## src/fib_pkg.sv

```systemverilog
// Package with FIB table geometry, entry field widths, APB map, control fields and lookup states
package fib_pkg;

    // Name prefix and route fields
    localparam int PREFIX_W = 64;
    localparam int LEN_W    = 6;
    localparam int FACE_W   = 4;

    // Direct-mapped table geometry
    localparam int IDX_W       = 8;
    localparam int TABLE_DEPTH = 256;
    // Valid, length, masked prefix, face
    localparam int ENTRY_W     = 1 + LEN_W + PREFIX_W + FACE_W;
    // Entry count reaches TABLE_DEPTH, so one extra bit
    localparam int COUNT_W     = IDX_W + 1;

    // APB bus widths
    localparam int APB_AW = 8;
    localparam int APB_DW = 32;

    // Register offsets
    localparam logic [APB_AW-1:0] ADDR_PREFIX_LO = 8'h00;
    localparam logic [APB_AW-1:0] ADDR_PREFIX_HI = 8'h04;
    localparam logic [APB_AW-1:0] ADDR_CTRL      = 8'h08;
    localparam logic [APB_AW-1:0] ADDR_STATUS    = 8'h0C;

    // CTRL register layout
    localparam int              OP_W          = 2;
    localparam logic [OP_W-1:0] OP_INSERT     = 2'd1;
    localparam logic [OP_W-1:0] OP_DELETE     = 2'd2;
    localparam int              CTRL_LEN_LSB  = 0;
    localparam int              CTRL_FACE_LSB = 8;
    localparam int              CTRL_OP_LSB   = 16;

    // STATUS register layout, count sits in the low bits
    localparam int STATUS_BUSY_BIT = 16;

    // Lookup FSM encoding
    localparam logic [1:0] LK_IDLE    = 2'd0;
    localparam logic [1:0] LK_REQUEST = 2'd1;
    localparam logic [1:0] LK_COMPARE = 2'd2;
    localparam logic [1:0] LK_RESPOND = 2'd3;

endpackage

```

## src/fib_lookup.sv

```systemverilog
// Longest-prefix-match FSM walking the prefix length downward one table read per step
module fib_lookup
    import fib_pkg::*;
(
    input  logic                clk,
    input  logic                rst,
    // Request side
    input  logic                lookup_valid,
    input  logic [PREFIX_W-1:0] lookup_prefix,
    input  logic [LEN_W-1:0]    lookup_len,
    output logic                lookup_ready,
    // Response side
    output logic                resp_valid,
    output logic                resp_hit,
    output logic [FACE_W-1:0]   resp_face,
    output logic [LEN_W-1:0]    resp_len,
    input  logic                resp_ready,
    // Arbiter
    output logic                lk_req,
    input  logic                lk_gnt,
    output logic [PREFIX_W-1:0] lk_prefix,
    output logic [LEN_W-1:0]    lk_len,
    // Hash and table read data
    input  logic [PREFIX_W-1:0] masked,
    input  logic                rd_valid,
    input  logic [LEN_W-1:0]    rd_len,
    input  logic [PREFIX_W-1:0] rd_prefix,
    input  logic [FACE_W-1:0]   rd_face
);

    logic [1:0]          state;
    logic [PREFIX_W-1:0] prefix_q;
    logic [LEN_W-1:0]    len_q;
    logic                hit;

    // Closed while reset is held
    assign lookup_ready = (state == LK_IDLE) && !rst;
    assign resp_valid   = (state == LK_RESPOND);
    assign lk_req       = (state == LK_REQUEST);
    assign lk_prefix    = prefix_q;
    assign lk_len       = len_q;

    // Slot must hold exactly this length and masked name
    assign hit = rd_valid && (rd_len == len_q) && (rd_prefix == masked);

    always_ff @(posedge clk) begin
        if (rst) begin
            state <= LK_IDLE;
        end else begin
            case (state)
                LK_IDLE: begin
                    if (lookup_valid) begin
                        state <= LK_REQUEST;
                    end
                end
                LK_REQUEST: begin
                    // Wait out config traffic
                    if (lk_gnt) begin
                        state <= LK_COMPARE;
                    end
                end
                LK_COMPARE: begin
                    // Length 0 is the last try
                    if (hit || len_q == '0) begin
                        state <= LK_RESPOND;
                    end else begin
                        state <= LK_REQUEST;
                    end
                end
                default: begin
                    // Result held until taken
                    if (resp_ready) begin
                        state <= LK_IDLE;
                    end
                end
            endcase
        end
    end

    always_ff @(posedge clk) begin
        if (lookup_valid && lookup_ready) begin
            prefix_q <= lookup_prefix;
            len_q    <= lookup_len;
        end else if (state == LK_COMPARE && !hit && len_q != '0) begin
            len_q <= len_q - 1'b1;
        end
        // Result capture
        if (state == LK_COMPARE) begin
            resp_hit  <= hit;
            resp_face <= hit ? rd_face : '0;
            resp_len  <= len_q;
        end
    end

endmodule

```

## config.mk

```make
export PLATFORM = sky130hd
export DESIGN_NAME = fib_lookup
export DESIGN_NICKNAME = d
export VERILOG_FILES = /design/src/fib_pkg.sv /design/src/fib_lookup.sv
export SDC_FILE = /design/constraint.sdc
export NUM_CORES = 1
export LEC_CHECK = 0
export BUFFER_PORTS_ARGS = -buffer_cell sky130_fd_sc_hd__buf_2
export CAP_MARGIN = 20
export CORE_AREA = 8 8 109 111
export DETAILED_ROUTE_END_ITERATION = 6
export DIE_AREA = 0 0 117 119
export PLACE_DENSITY = 0.74
export SYNTH_ARGS = -nofsm -noshare
export SYNTH_HDL_FRONTEND = slang
export SYNTH_SLANG_ARGS = --single-unit
```

## constraint.sdc

```tcl
create_clock -name clk -period 6.8 [get_ports clk]
set_input_delay 1.02 -clock clk [delete_from_list [all_inputs] [get_ports clk]]
set_output_delay 1.02 -clock clk [all_outputs]
set_load 0.005 [all_outputs]
```

== After elaboration in Yosys (flattened, before gate mapping) ==
Index checks and enable logic that the tools add are counted.

* Register bits: 83
* Latch bits: 0
* RAM bits: 0
* Bits in read-only memories: 0
* Bits of input ports: 214
* Logic and storage cells: 36
* Memories: 0

* Add/sub/neg operators: 1
* Multipliers: 0
* Div/mod/pow operators: 0
* $lt $le $gt $ge: 0
* Equal/unequal tests: 7
* Shifts and indexed selects: 0
* Muxes and demuxes: 7
* Bitwise operators: 0
* Reductions and logical operators: 15

{| class="wikitable"
|+ Operators by type and width
! operator !! count
|-
| == test 64 bit || 1
|-
| 2-to-1 mux 6 bit || 2
|-
| 2-to-1 mux 2 bit || 4
|-
| == test 6 bit || 1
|-
| logical AND 1 bit || 6
|-
| logical NOT 6 bit || 1
|-
| one-hot mux 2 bit (3 select lines) || 1
|-
| nonzero test 6 bit || 1
|-
| subtractor 6 x 1 -> 6 bit, second input constant || 1
|-
| == test 2 bit, second input constant || 2
|-
| nonzero test 4 bit || 1
|-
| AND reduction 3 bit || 1
|-
| == test 2 x 1 -> 1 bit, second input constant || 1
|-
| logical NOT 1 bit || 2
|-
| logical NOT 2 bit || 1
|-
| inequality test 2 x 1 -> 1 bit, second input constant || 1
|-
| inequality test 2 bit, second input constant || 1
|-
| nonzero test 2 bit || 1
|-
| logical OR 1 bit || 1
|}

== Logic depth before layout (Yosys ltp) ==
Gate-level depths: netlist of the first run.

* Word-level depth: 8
* Depth in mapped cells: 6
* Gate-level depth less buffers: 6

== Worst setup path after synthesis of the first run ==
OpenSTA, ideal clock, no wires.

* Kind: input-to-reg
* Start point: input rst
* End point: register len_q[0], in the netlist lk_len[0] (enable)
* Library setup time: 363 ps
* Arrival: 3969 ps
* Required time: 6437 ps
* Path slack: 2468 ps
* Stages: 6
* Buffers on the path: 1
* Path through: nor3_1 > nand2_1 > inv_2 > clkbuf_1 > nor2_1 > a21oi_1

* Cells in the longest elaborated chain, start to end: 4

{| class="wikitable"
|+ Ends and longest elaborated chain
! item !! RTL line !! source
|-
| from (decl) || fib_lookup.sv:6 || <nowiki>input logic rst,</nowiki>
|-
| logical NOT 1 bit || fib_lookup.sv:37 || <nowiki>assign lookup_ready = (state == LK_IDLE) && !rst;</nowiki>
|-
| logical AND 1 bit || fib_lookup.sv:37 ||
|-
| logical AND 1 bit || fib_lookup.sv:81 || <nowiki>if (lookup_valid && lookup_ready) begin</nowiki>
|-
| nonzero test 2 bit (no source line) || - ||
|-
| to (signal assigned) || fib_lookup.sv:83 || <nowiki>len_q <= lookup_len;</nowiki>
|-
| to (signal assigned) || fib_lookup.sv:85 || <nowiki>len_q <= len_q - 1'b1;</nowiki>
|-
| to (decl) || fib_lookup.sv:33 || <nowiki>logic [LEN_W-1:0] len_q;</nowiki>
|}

No other way between the ends.
A chain may end at the register's enable or synchronous reset.

== Worst setup path in the final report of the first run ==
* Start point: input rst
* End point: output lookup_ready

* Cells in the longest elaborated chain, start to end: 2

{| class="wikitable"
|+ Ends and longest elaborated chain
! item !! RTL line !! source
|-
| logical NOT 1 bit || fib_lookup.sv:37 ||
|-
| logical AND 1 bit || fib_lookup.sv:37 ||
|-
| to (decl) || fib_lookup.sv:11 || <nowiki>output logic lookup_ready,</nowiki>
|}

No other way between the ends.

==> run summary, run 1 <==
The synthesized design spends more area on one cell type than any other, namely sky130_fd_sc_hd__edfxtp_1. The reported max-cap violation count came out at 0. The clock tree from TritonCTS is built. The total leakage power came out at 2.48 nW. For this run, asynchronously set or reset flops after synthesis account for 0%. The number of buffers added for setup after CTS is 0. STA classifies the critical path startpoint as an input pin. The number of gates resized after cts came out at 0.

The area fraction in compound gates after synthesis came out at 4.89%. The post-synthesis xor/xnor area fraction is 13.4%. The worst-path maximum fanout is 3. The worst vdd rail ir drop came out at 82.0 uV. The worst-skew pair later-pin latency is 0.34 ns. The total wirelength of the detailed-routed design came out at 13000 microns. The die is 117 microns wide. Among all flip-flop cells after synthesis, the most frequent one is sky130_fd_sc_hd__edfxtp_1. The worst setup path is of the input pin to output pin kind.

The class of the tightest hold or removal check is flop to flop. The maximum operating frequency came out at 393 MHz. The number of cell rows came out at 37. The overall overflow remaining after global route is 0.

The layout cell share with drive strength beyond 1 came out at 54.7%. The initial antenna violation count came out at 2. STA puts the critical path data required time at 5.78 ns.

By count the netlist is led by 81 x sky130_fd_sc_hd__edfxtp_1, 53 x sky130_fd_sc_hd__xnor2_1, 21 x sky130_fd_sc_hd__nand2b_1. Ranked by total cell area, the synthesized netlist is headed by sky130_fd_sc_hd__edfxtp_1 64%, sky130_fd_sc_hd__xnor2_1 12%, sky130_fd_sc_hd__nand2b_1 3.5%. The cell repeated most along the worst path is sky130_fd_sc_hd__buf_2. The flow ran to the end, and the final reports show no timing, DRC or antenna violations.

The area overhead of the layout relative to synthesis is 49.2%. The count of state elements after synthesis came out at 83. The final-report max-slew violation count is 0. The number of enable flip-flop cells after synthesis came out at 81. The number of buffers inserted during clock tree synthesis is 9. The stage delay of the slowest cell on the critical path came out at 0.21 ns. The region available for standard cell placement spans 10100 sq um.

The number of hold-slack violations in the final timing report is 0. For this run, design rule violations remaining after detail routing come to 0. The largest family of logic cells by synthesized area is simple AND/OR/NAND/NOR gates. The total iterations of the first detailed-routing run came out at 4.

The worst slew margin relative to its limit is 42.7%. The congestion estimate from routability-driven global placement came to 0.820. The effective utilization at floorplan came out at 37.5%. The vertical extent of the die is 119 microns. The number of distinct standard cells referenced by the synthesized netlist came out at 36.

The count of endpoints failing setup in the final report came out at 0. CTS saw 83 sinks. The total nets after synthesis is 486. The time the worst path needs with I/O delays and setup came out at 2.54 ns. The number of global-route vias before repair came out at 3683. The die outline area came out at 13900 sq um. After clock tree synthesis, the flow added hold-fix buffers numbering 0. The overall fraction of global-route tracks in use is 17.8%. The sum of negative setup slack came out at 0 ns.

The area fraction in and, or, nand and nor cells after synthesis came out at 13.9%. The power density relative to cell area came out at 200 nW/um^2. The deepest clock path buffer count came out at 2. The warning count from the yosys run is 0. The count of nets left with antenna violations once routing finished came out at 0.

The clock edge transition at the registers on the reported setup and hold paths is 0.08 ns. For the pin with the worst max-slew slack, the measured transition is 0.859 ns. A synthesized cell averages 14.0 sq um. The netlist area before placement is 3790 sq um. The routed length per placed instance came out at 18.0 microns. The share of the core filled with cells in the final layout came out at 56.0%. Setup repair after global routing left no endpoint under its margin. The worst path uses 37.4% of the clock period. The routed layout has 3393 vias. Entering global routing, the biggest net connects 73 pins.

The quantity of I/O buffers inserted on ports is 297. Traced cell by cell, the critical path runs through buf_2, nor3_1, buf_2. The worst setup path is captured at an output pin. In this run the clock root is driven by a sky130_fd_sc_hd__clkbuf_8. The fraction of the mapped netlist area in adder cells came out at 0.330%. The data arrival at the endpoint of the critical path came out at 1.52 ns.

The first global-routing pass estimated 18800 microns of wire. The vias per cell came out at 4.70. The count of pins on the block boundary is 298. The slowest stage of the critical path belongs to the cell sky130_fd_sc_hd__nor3_1. For this run, the post-layout net count is 795. The share of the Yosys chip area taken by registers is 65.3%.

The family of cells with the greatest summed delay on the critical path is buffers and inverters. The number of DRC violations after detailed-routing iteration 0 is 183. The area share of the leading cell type in the synthesized netlist came out at 64.2%.

sky130_fd_sc_hd__edfxtp_1 is the most common cell in the netlist. The buffers plus inverters on the worst setup path came out at 2. The worst-case clock skew came out at 0.00695 ns. The detailed-placement wirelength estimate is 11400 microns. The multiplexer share of the synthesized area came out at 0.297%. The synthesized instance count came out at 271.

The number of levels the H-tree was split into came out at 3.
where the power goes:
| part | switching, mW | internal, mW |
|---|---|---|
| clock | 0.167 | 0.170 |
| sequential | 0.0141 | 0.593 |
| combinational | 0.0851 | 0.0989 |
| total | 0.266 | 0.862 |
final timing paths:
path / startpoint / end / slack [ns] / cells past startpoint
setup / recovery: rst / lookup_ready / 4.26 / 3
hold / removal: lk_len[1]$_DFFE_PP_ / resp_len[1]$_DFFE_PN_ / 0.60 / 0
setup reg to reg: lk_len[3]$_DFFE_PP_ / lk_len[2]$_DFFE_PP_ / 4.51 / 5
hold reg to reg: lk_len[1]$_DFFE_PP_ / resp_len[1]$_DFFE_PN_ / 0.60 / 0
final cells by class:
cell class                 instances  area (sq um)
antenna                            1          2.50
clock buffer                      10           128
clock inverter                     6          63.8
fill                             902          4440
inverter                          18          67.6
multi-input combinational        169          1240
sequential                        83          2470
tap                              136           170
timing repair buffer             299          1500
per-stage QoR:
stage | setup slack (ns) | hold slack, ns | total power [mW] | instance area, sq um | instances
2_1_floorplan | 2.47 | 0.513 | 0.693 | 3790 | 271
3_3_place_gp | 3.97 | 0.542 | 0.801 | 5460 | 705
3_5_place_dp | 3.92 | 0.588 | 0.806 | 5460 | 705
4_1_cts | 4.28 | 0.602 | 1.14 | 5650 | 721
5_1_grt | 4.06 | 0.621 | 1.18 | 5650 | 722
6_report | 4.26 | 0.602 | 1.13 | 5650 | 722
state kept, by name (all words and copies together) (netlist names):
| register | flops |
|---|---|
| resp_len | 6 |
| lk_len | 6 |
| resp_hit | 1 |
| lk_prefix | 64 |
| state | 2 |
| resp_face | 4 |
layer usage:
layer  track usage, %  part of all wire (%)
met5                0                  0.10
met3             6.22                    12
met4             7.85                   1.4
met1             17.0                    33
met2             33.1                    53
layout by cell type (no fill, tap or decap), types with 2 or more instances in the layout:
cell type and instances:
sky130_fd_sc_hd__dfxtp_1 2, sky130_fd_sc_hd__nand2_1 8, sky130_fd_sc_hd__clkbuf_8 9, sky130_fd_sc_hd__or4_1 3, sky130_fd_sc_hd__nor2b_1 5, sky130_fd_sc_hd__o221ai_1 2, sky130_fd_sc_hd__nand2b_1 21, sky130_fd_sc_hd__nor4_1 5
sky130_fd_sc_hd__o2111ai_1 8, sky130_fd_sc_hd__edfxtp_1 81, sky130_fd_sc_hd__nand3_1 3, sky130_fd_sc_hd__nor3_1 7, sky130_fd_sc_hd__inv_1 16, sky130_fd_sc_hd__o21ai_0 4, sky130_fd_sc_hd__buf_2 297, sky130_fd_sc_hd__a21oi_1 3
sky130_fd_sc_hd__buf_4 2, sky130_fd_sc_hd__a21boi_0 2, sky130_fd_sc_hd__inv_2 2, sky130_fd_sc_hd__nor2_1 9, sky130_fd_sc_hd__xor2_1 5, sky130_fd_sc_hd__nand4_1 15, sky130_fd_sc_hd__xnor2_1 53, sky130_fd_sc_hd__o22ai_1 2
cells by family after synthesis:
| logic type | after synthesis |
|---|---|
| buf+inv | 19 |
| simple gates | 84 |
| fa+ha+maj | 1 |
| flops | 83 |
| compound gates | 25 |
| mux | 1 |
| xor+xnor | 58 |
Note: power is estimated with default switching activity, not from simulation.
==> inputs of run 2 (changes only) <==
--- a/config.mk
+++ b/config.mk
@@ -5,12 +5,13 @@
 export SDC_FILE = /design/constraint.sdc
 export NUM_CORES = 1
 export LEC_CHECK = 0
+export ABC_AREA = 1
 export BUFFER_PORTS_ARGS = -buffer_cell sky130_fd_sc_hd__buf_2
 export CAP_MARGIN = 20
-export CORE_AREA = 8 8 109 111
+export CORE_MARGIN = 8
+export CORE_UTILIZATION = 41
 export DETAILED_ROUTE_END_ITERATION = 6
-export DIE_AREA = 0 0 117 119
-export PLACE_DENSITY = 0.74
+export PLACE_DENSITY = 0.79
 export SYNTH_ARGS = -nofsm -noshare
 export SYNTH_HDL_FRONTEND = slang
 export SYNTH_SLANG_ARGS = --single-unit
==> constraint.sdc (replaced) <==
create_clock -name clk -period 2.35 [get_ports clk]
set_input_delay 0.3525 -clock clk [delete_from_list [all_inputs] [get_ports clk]]
set_output_delay 0.3525 -clock clk [all_outputs]
set_load 0.005 [all_outputs]
==> run 2 against run 1 <==
  * Synthesized cell count up 62%
  * Critical path depth up 8
  * Sequential share of layout area down 1.8 points
  * Setup slack worse by 3.9 ns
  * Cell count up 23%
  * Hold slack worse by 0.42 ns
  * Synthesized area up 5.4%
  * Flip-flop and latch count unchanged
  * Routed wire length up 8.7%
  * Combinational power rose to 3.1 times the previous value
  * Critical endpoint is now lk_len[3]$_DFFE_PP_
  * Largest cell class unchanged
  * Highest routed layer unchanged
==> run summary, run 2 <==
The initial antenna violation count is 1. The final instance count without filler cells is 887. Once detail routing completed, the nets flagged for antenna violations numbered 0. The area share of the leading cell type in the synthesized netlist is 61.0%. The number of cell rows came out at 36.

The minimum setup slack in the final design is 0.391 ns. 298 I/O pins were placed. The combinational cell fraction of total power is 16.7%.

For the worst-skew pair, the clock arrives at the later sink with an insertion delay of 0.34 ns. The most common cell in the synthesized netlist is sky130_fd_sc_hd__nand2_1. The total wirelength of the detailed-routed design is 14100 microns. The vias per cell came out at 4.50. The die outline area came out at 13100 sq um. The maximum number of pins on one net before global-route repair is 41. The post-synthesis average cell area came out at 9.11 sq um.

In the final layout, the share of cells above drive strength 1 is 42.2%. The maximum operating frequency came out at 510 MHz. Measured in cells, the most critical reg-to-reg path has a length of 11.

For this design the total switching power over the nets is 0.802 mW. The critical path is of the flop to flop type. The worst slew margin relative to its limit came out at 75.2%. The required time reported for the critical path endpoint came out at 2.41 ns.

Global routing consumed, over all layers together, 20.8% of the routing resources. The analysis attributes to cell leakage a power of 3.15 nW. In the synthesized netlist, the cells that appear most often are 145 x sky130_fd_sc_hd__nand2_1, 93 x sky130_fd_sc_hd__inv_1, 81 x sky130_fd_sc_hd__edfxtp_1. TritonCTS built the clock tree.

Between clock sinks in the finished design, the worst skew comes to 0.00507 ns. The detailed-placement wirelength estimate is 12500 microns. Power spread over the standard cell area amounts to 576 nW/um^2. The class of the tightest hold or removal check is input pin to flop. The number of buffers added for setup after CTS came out at 0. The number of gates resized after cts is 0.

The routing usage on met2 is 40.4%. The worst vdd rail ir drop is 233 uV. The internal power contribution is 2.59 mW.

The sum of negative setup slack is 0 ns. Clock-pin slew was measured on the worst setup and hold paths at 0.08 ns. Yosys attributes the largest share of cell area to sky130_fd_sc_hd__edfxtp_1 61%, sky130_fd_sc_hd__nand2_1 14%, sky130_fd_sc_hd__inv_1 8.7%. The number of DRC violations after detailed-routing iteration 0 is 174. The global routing stage identified its most utilized layer as met2. CTS placed an instance of sky130_fd_sc_hd__clkbuf_8 at the clock tree root. The fill cell instance count of the final layout came out at 844. The first-pass GRT wire length is 20800 microns. The library cell used most frequently in the layout, excluding fill and tap cells, is sky130_fd_sc_hd__buf_2.

Max-cap violations in this run came to 0. Sequential cells were found to cover 62.0% of the synthesized design area. The count of inserted antenna diode cells came out at 0. The netlist uses 22 different library cells. The deepest clock path buffer count is 2. The final-report max-slew violation count is 0.

The fraction of power spent switching nets came out at 23.6%. The count of hold-fix buffers inserted at cts is 0. After detailed routing, the average wire length per cell comes to 15.9 microns. For the worst setup path, the data arrival time is 2.02 ns.

The global placer's final weighted congestion is 0.873. The count of state elements after synthesis is 83. The die width came out at 115 microns.

The Yosys step of the flow raised 0 warnings. The worst-case setup slack after placement came out at 0.422 ns. Setup repair after global routing left no endpoint under its margin. The core area is 9590 sq um. The tree built by TritonCTS fans out to 83 sinks.

The number of levels the H-tree was split into is 3. After layout, the worst path uses 83.4% of the clock period. Summing over every cut layer, the via total after detailed routing is 3994.

The synthesized instance count came out at 438. Summed over all instances, the cell type with the most area after synthesis is sky130_fd_sc_hd__edfxtp_1. The time the worst path needs with I/O delays and setup is 1.96 ns.

The number of nets in the synthesized netlist is 653. The worst setup path is captured at a flop. Buffers inserted during clock tree synthesis total 9. The count of unresolved DRC violations after routing came out at 0. The number of global-route vias before repair is 4216. The overall overflow remaining after global route is 0. Before antenna repair, the detailed router went through 4 iterations.

The met1 routing resource usage after global routing is 18.0%. The sequential share of power is 52.2%. The fraction of met3 tracks used by global routing came out at 8.49%. The proportion of register bits with asynchronous set or reset after synthesis is 0%. For the pin with the worst max-slew slack, the measured transition is 0.367 ns.

For this run, the leading register cell type out of synthesis is sky130_fd_sc_hd__edfxtp_1. The run finished with clean final reports. The clock share of power came out at 31.2%.

The netlist area before placement is 3990 sq um. The count of endpoints failing setup in the final report is 0. Along the worst hold path, the cell count comes to 1. The effective utilization at floorplan came out at 41.6%. At the end of the flow the core is filled with cells to 61.4%. The quantity of I/O buffers inserted on ports is 297.

The startpoint class of the critical path is a flop. The layout net count is 964. The number of flip-flops under the largest register name came out at 64. The library cells used most frequently in the layout, excluding fill and tap cells, are 297 x sky130_fd_sc_hd__buf_2, 145 x sky130_fd_sc_hd__nand2_1, 93 x sky130_fd_sc_hd__inv_1. The number of placed instances, taps included came out at 871. From synthesis to final layout, the design area changed by 47.5%. The vertical extent of the die came out at 115 microns. The number of hold-slack violations in the final timing report is 0. The worst-path maximum fanout is 7. The synthesized design contains 81 enable-type register cells.
[run 2: per-stage QoR]
stage          hold slack (ns)  area, sq um  power (mW)
4_1_cts                  0.156         5890        3.43
3_3_place_gp             0.526         5680        2.35
2_1_floorplan            0.451         3990        2.02
6_report                 0.184         5890        3.39
5_1_grt                  0.156         5890        3.55
3_5_place_dp             0.531         5680        2.38
[run 2: power by group through the flow]
| stage | Combinational (mW) | Sequential, mW | Clock [mW] |
|---|---|---|---|
| after global routing | 0.636 | 1.78 | 1.14 |
| after detailed placement | 0.571 | 1.80 | 0 |
| after CTS | 0.574 | 1.77 | 1.09 |
| after floorplan | 0.218 | 1.80 | 0 |
| final | 0.565 | 1.77 | 1.06 |
| after global placement | 0.551 | 1.80 | 0 |
[run 2: critical path, stage by stage, from the launching register on]
cell and delay (ns):
sky130_fd_sc_hd__edfxtp_1 0.49, sky130_fd_sc_hd__inv_1 0.15, sky130_fd_sc_hd__nand2_1 0.08, sky130_fd_sc_hd__o21ai_0 0.08, sky130_fd_sc_hd__nor2_1 0.09, sky130_fd_sc_hd__nand2_1 0.06, sky130_fd_sc_hd__nor2_1 0.08, sky130_fd_sc_hd__nand2_1 0.09
sky130_fd_sc_hd__nor2_2 0.13, sky130_fd_sc_hd__nand3_2 0.17, sky130_fd_sc_hd__nand2_1 0.11, sky130_fd_sc_hd__nand2_1 0.15
[run 2: layout make-up]
| type | count | area [sq um] | share of cell area (%) |
|---|---|---|---|
| timing repair buffer | 300 | 1520 | 25.8 |
| clock inverter | 6 | 80.1 | 1.36 |
| inverter | 95 | 358 | 6.08 |
| multi-input combinational | 260 | 1160 | 19.7 |
| clock buffer | 10 | 128 | 2.17 |
| tap | 133 | 166 | 2.83 |
| sequential | 83 | 2470 | 42.0 |
[run 2: routing by layer]
layer | vias to the layer above | wire length [microns]
li1 | 1984 | -
met2 | 219 | 7560
met5 | - | 13
met4 | 2 | 361
met3 | 26 | 1670
met1 | 1763 | 4520
[run 2: worst paths after layout]
kind / start / to / slack, ns
max: lk_len[1]$_DFFE_PP_ / lk_len[3]$_DFFE_PP_ / 0.39
min: lookup_prefix[10] / lk_prefix[10]$_DFFE_PP_ / 0.18
max reg2reg: lk_len[1]$_DFFE_PP_ / lk_len[3]$_DFFE_PP_ / 0.39
min reg2reg: lk_len[3]$_DFFE_PP_ / resp_len[3]$_DFFE_PN_ / 0.56
[run 2: logic make-up (layout without fill, tap and decap cells)]
| logic type | Yosys count | count (layout) | synth area share, % |
|---|---|---|---|
| and+or+nand+nor | 209 | 209 | 20.3 |
| buffers and inverters | 95 | 411 | 8.94 |
| DFF | 83 | 83 | 62.0 |
| AOI/OAI and AO/OA | 31 | 31 | 4.36 |
| xor gates and xnor gates | 19 | 19 | 4.17 |
| adders and majority gates | 1 | 1 | 0.314 |
==> inputs of run 3 (changes only) <==
--- a/config.mk
+++ b/config.mk
@@ -9,9 +9,9 @@
 export BUFFER_PORTS_ARGS = -buffer_cell sky130_fd_sc_hd__buf_2
 export CAP_MARGIN = 20
 export CORE_MARGIN = 8
-export CORE_UTILIZATION = 41
+export CORE_UTILIZATION = 37
 export DETAILED_ROUTE_END_ITERATION = 6
-export PLACE_DENSITY = 0.79
+export PLACE_DENSITY = 0.75
 export SYNTH_ARGS = -nofsm -noshare
 export SYNTH_HDL_FRONTEND = slang
 export SYNTH_SLANG_ARGS = --single-unit
==> constraint.sdc (replaced) <==
create_clock -name clk -period 1.65 [get_ports clk]
set_input_delay 0.2475 -clock clk [delete_from_list [all_inputs] [get_ports clk]]
set_output_delay 0.2475 -clock clk [all_outputs]
set_load 0.005 [all_outputs]
==> run 3 against run 2 <==
  * Flip-flop and latch count is the same
  * Critical path type unchanged
  * Clock skew up 0.0063 ns
  * Critical endpoint is now lk_len[4]$_DFFE_PP_
  * Final area increased by 3.1%
==> run summary, run 3 (synthesized netlist as in run 2, its figures left out) <==
The startpoint class of the critical path is a flop. After detailed routing, the number of remaining DRC violations is 0. In this run the worst hold path is classified as input pin to flop. The clock tree from TritonCTS is built. The layout net count is 981. The area of all placed cells without fillers is 6070 sq um. The data arrival at the endpoint of the critical path is 1.62 ns. After clock tree synthesis, the clock-pin slew on the worst setup and hold paths is 0.09 ns. The detailed-placement wirelength estimate is 12100 microns. The repair_antennas step left the layout with diodes totalling 0. The root buffer selected by CTS is sky130_fd_sc_hd__clkbuf_8. The total wirelength of the detailed-routed design is 13600 microns. The layout cell share with drive strength beyond 1 is 44.7%.

The required time reported for the critical path endpoint came out at 1.75 ns. The count of hold-fix buffers inserted at cts is 0. The run finished with clean final reports. The worst-case clock skew is 0.0114 ns. The worst register-to-register path ends at lk_len[4]$_DFFE_PP_. In this run the critical register-to-register path is launched from lk_len[0]$_DFFE_PP_. Leaving out fill and tap cells, the most frequent cell in the layout is sky130_fd_sc_hd__buf_2. The sum of negative setup slack is 0 ns. The worst hold path cell count came out at 1. The worst-margin pin slew came out at 0.308 ns. The total leakage power is 3.23 nW.

The reported max-cap violation count is 0. The fraction of power spent switching nets is 24.8%. The number of levels the H-tree was split into came out at 3. The power density relative to cell area is 791 nW/um^2. In the routed layout, each cell is associated on average with a via count of 4.28.

The maximum number of pins on one net before global-route repair is 26. The sequential share of power is 52.1%. The post-route antenna net violation count came out at 0. The total overflow left after global routing is 0. The clock passes through at most 2 buffers. The first-pass GRT wire length came out at 20600 microns. The time the worst path needs with I/O delays and setup came out at 1.52 ns. The number of cell rows came out at 38. In this run the most critical hold path is launched from lookup_prefix[63]. The number of global-route vias before repair is 3988. The combinational cell fraction of total power is 18.5%.

The number of flip-flops under the largest register name is 64. The worst-skew pair later-pin latency is 0.34 ns. The die is 120 microns tall. The number of cells on the worst reg-to-reg path is 9. The effective utilization at floorplan came out at 37.3%.

The initial antenna violation count is 0. The worst vdd rail ir drop came out at 459 uV. The count of pins on the block boundary is 298.

The die is 120 microns wide. The number of DRC violations after detailed-routing iteration 0 came out at 160. The worst setup path is captured at a flop.

The floorplan step defined a die boundary enclosing 14400 sq um. The slack of the worst reg-to-reg path came out at 0.13 ns. The routed length per placed instance came out at 15.0 microns. The clock share of power came out at 29.4%. The path with the worst hold slack has its endpoint at lk_prefix[63]$_DFFE_PP_. The clock sink count came out at 83. From synthesis to final layout, the design area changed by 52.1%. The number of hold-slack violations in the final timing report is 0. The overall fraction of global-route tracks in use came out at 18.6%.

In the finished design, the share of the clock period the worst path needs comes to 92.3%. The number of buffers inserted during clock tree synthesis came out at 9. Headroom to the max-slew limit came out at 79.2%.

The worst setup path is of the flop to flop kind. The total iterations of the first detailed-routing run came out at 4. The count of endpoints failing setup in the final report is 0. The internal power contribution came out at 3.61 mW. The quantity of I/O buffers inserted on ports came out at 297.

Leaving out fill and tap cells, the most frequent cells in the layout are 297 x sky130_fd_sc_hd__buf_2, 142 x sky130_fd_sc_hd__nand2_1, 91 x sky130_fd_sc_hd__inv_1. Setup repair after global routing left no endpoint under its margin. The maximum operating frequency is 657 MHz. The routed layout has 3897 vias. The final-report max-slew violation count is 0.

The core area is 10700 sq um. The worst-path maximum fanout came out at 6. The post-placement cell area came out at 5820 sq um.

The analysis attributes to net switching a power of 1.19 mW. At the end of routability-driven placement, the weighted congestion stood at 0.784.
==> run 3: how the worst max path moves through the flow <==
stage,start,endpoint,depth (start not counted)
after floorplan,state[0]$_SDFFE_PP0P_,lk_len[5]$_DFFE_PP_,4
after global placement,lk_len[5]$_DFFE_PP_,lk_len[2]$_DFFE_PP_,10
after detailed placement,lk_len[5]$_DFFE_PP_,lk_len[4]$_DFFE_PP_,10
after CTS,lk_len[5]$_DFFE_PP_,lk_len[4]$_DFFE_PP_,10
after global routing,lk_len[5]$_DFFE_PP_,lk_len[4]$_DFFE_PP_,10
final,lk_len[0]$_DFFE_PP_,lk_len[4]$_DFFE_PP_,9
==> run 3: power by group through the flow <==
stage               Clock (mW)  Combinational, mW  Sequential (mW)
CTS                       1.46              0.889             2.50
global placement             0              0.869             2.54
global route              1.52               1.01             2.51
finish                    1.41              0.890             2.50
floorplan                    0              0.312             2.57
detailed placement           0              0.886             2.55
==> run 3: final cells by class <==
class                   instances  area [sq um]
fillers                      1016          4630
flip-flops and latches         83          2470
repair buffers                317          1680
multi-input cells             260          1190
inverters                      95           362
well taps                     140           175
clock buffers                  10           128
clock inverters                 6          65.1
==> run 3: metal layers <==
layer | vias to the layer above | routed length, microns | GRT usage, %
met1 | 1678 | 4640 | 17.9
li1 | 2014 | - | -
met2 | 194 | 7190 | 34.5
met4 | 0 | 132 | 5.54
met5 | - | 0 | 0
met3 | 11 | 1670 | 8.45
==> run 3: what timing repair did <==
item                                    4_1_cts  5_1_grt
gates resized for setup                       0       11
endpoints found under the hold margin         0        0
buffers inserted                              0        3
endpoints found under the setup margin        0       12
==> run 3: stage by stage <==
stage | power [mW] | cells | hold slack [ns] | utilization [%] | setup slack (ns)
floorplan | 2.88 | 438 | 0.346 | - | 0.0409
global placement | 3.41 | 892 | 0.424 | 54.4 | 0.0473
detailed placement | 3.43 | 892 | 0.426 | 54.4 | 0.0146
CTS | 4.84 | 908 | 0.0459 | 56.2 | 0.0188
global route | 5.04 | 911 | 0.0463 | 56.7 | 0.00366
finish | 4.80 | 911 | 0.0712 | 56.7 | 0.127
==> run 3: worst max-delay path, cell delays in order (launching register included) <==
cell	delay, ns
sky130_fd_sc_hd__edfxtp_1	0.43
sky130_fd_sc_hd__xor2_1	0.16
sky130_fd_sc_hd__nor2_1	0.11
sky130_fd_sc_hd__nand2_1	0.06
sky130_fd_sc_hd__nor2_1	0.09
sky130_fd_sc_hd__nand2_1	0.07
sky130_fd_sc_hd__nor2_2	0.11
sky130_fd_sc_hd__nand3_2	0.09
sky130_fd_sc_hd__nand2_2	0.10
sky130_fd_sc_hd__nand2_4	0.07
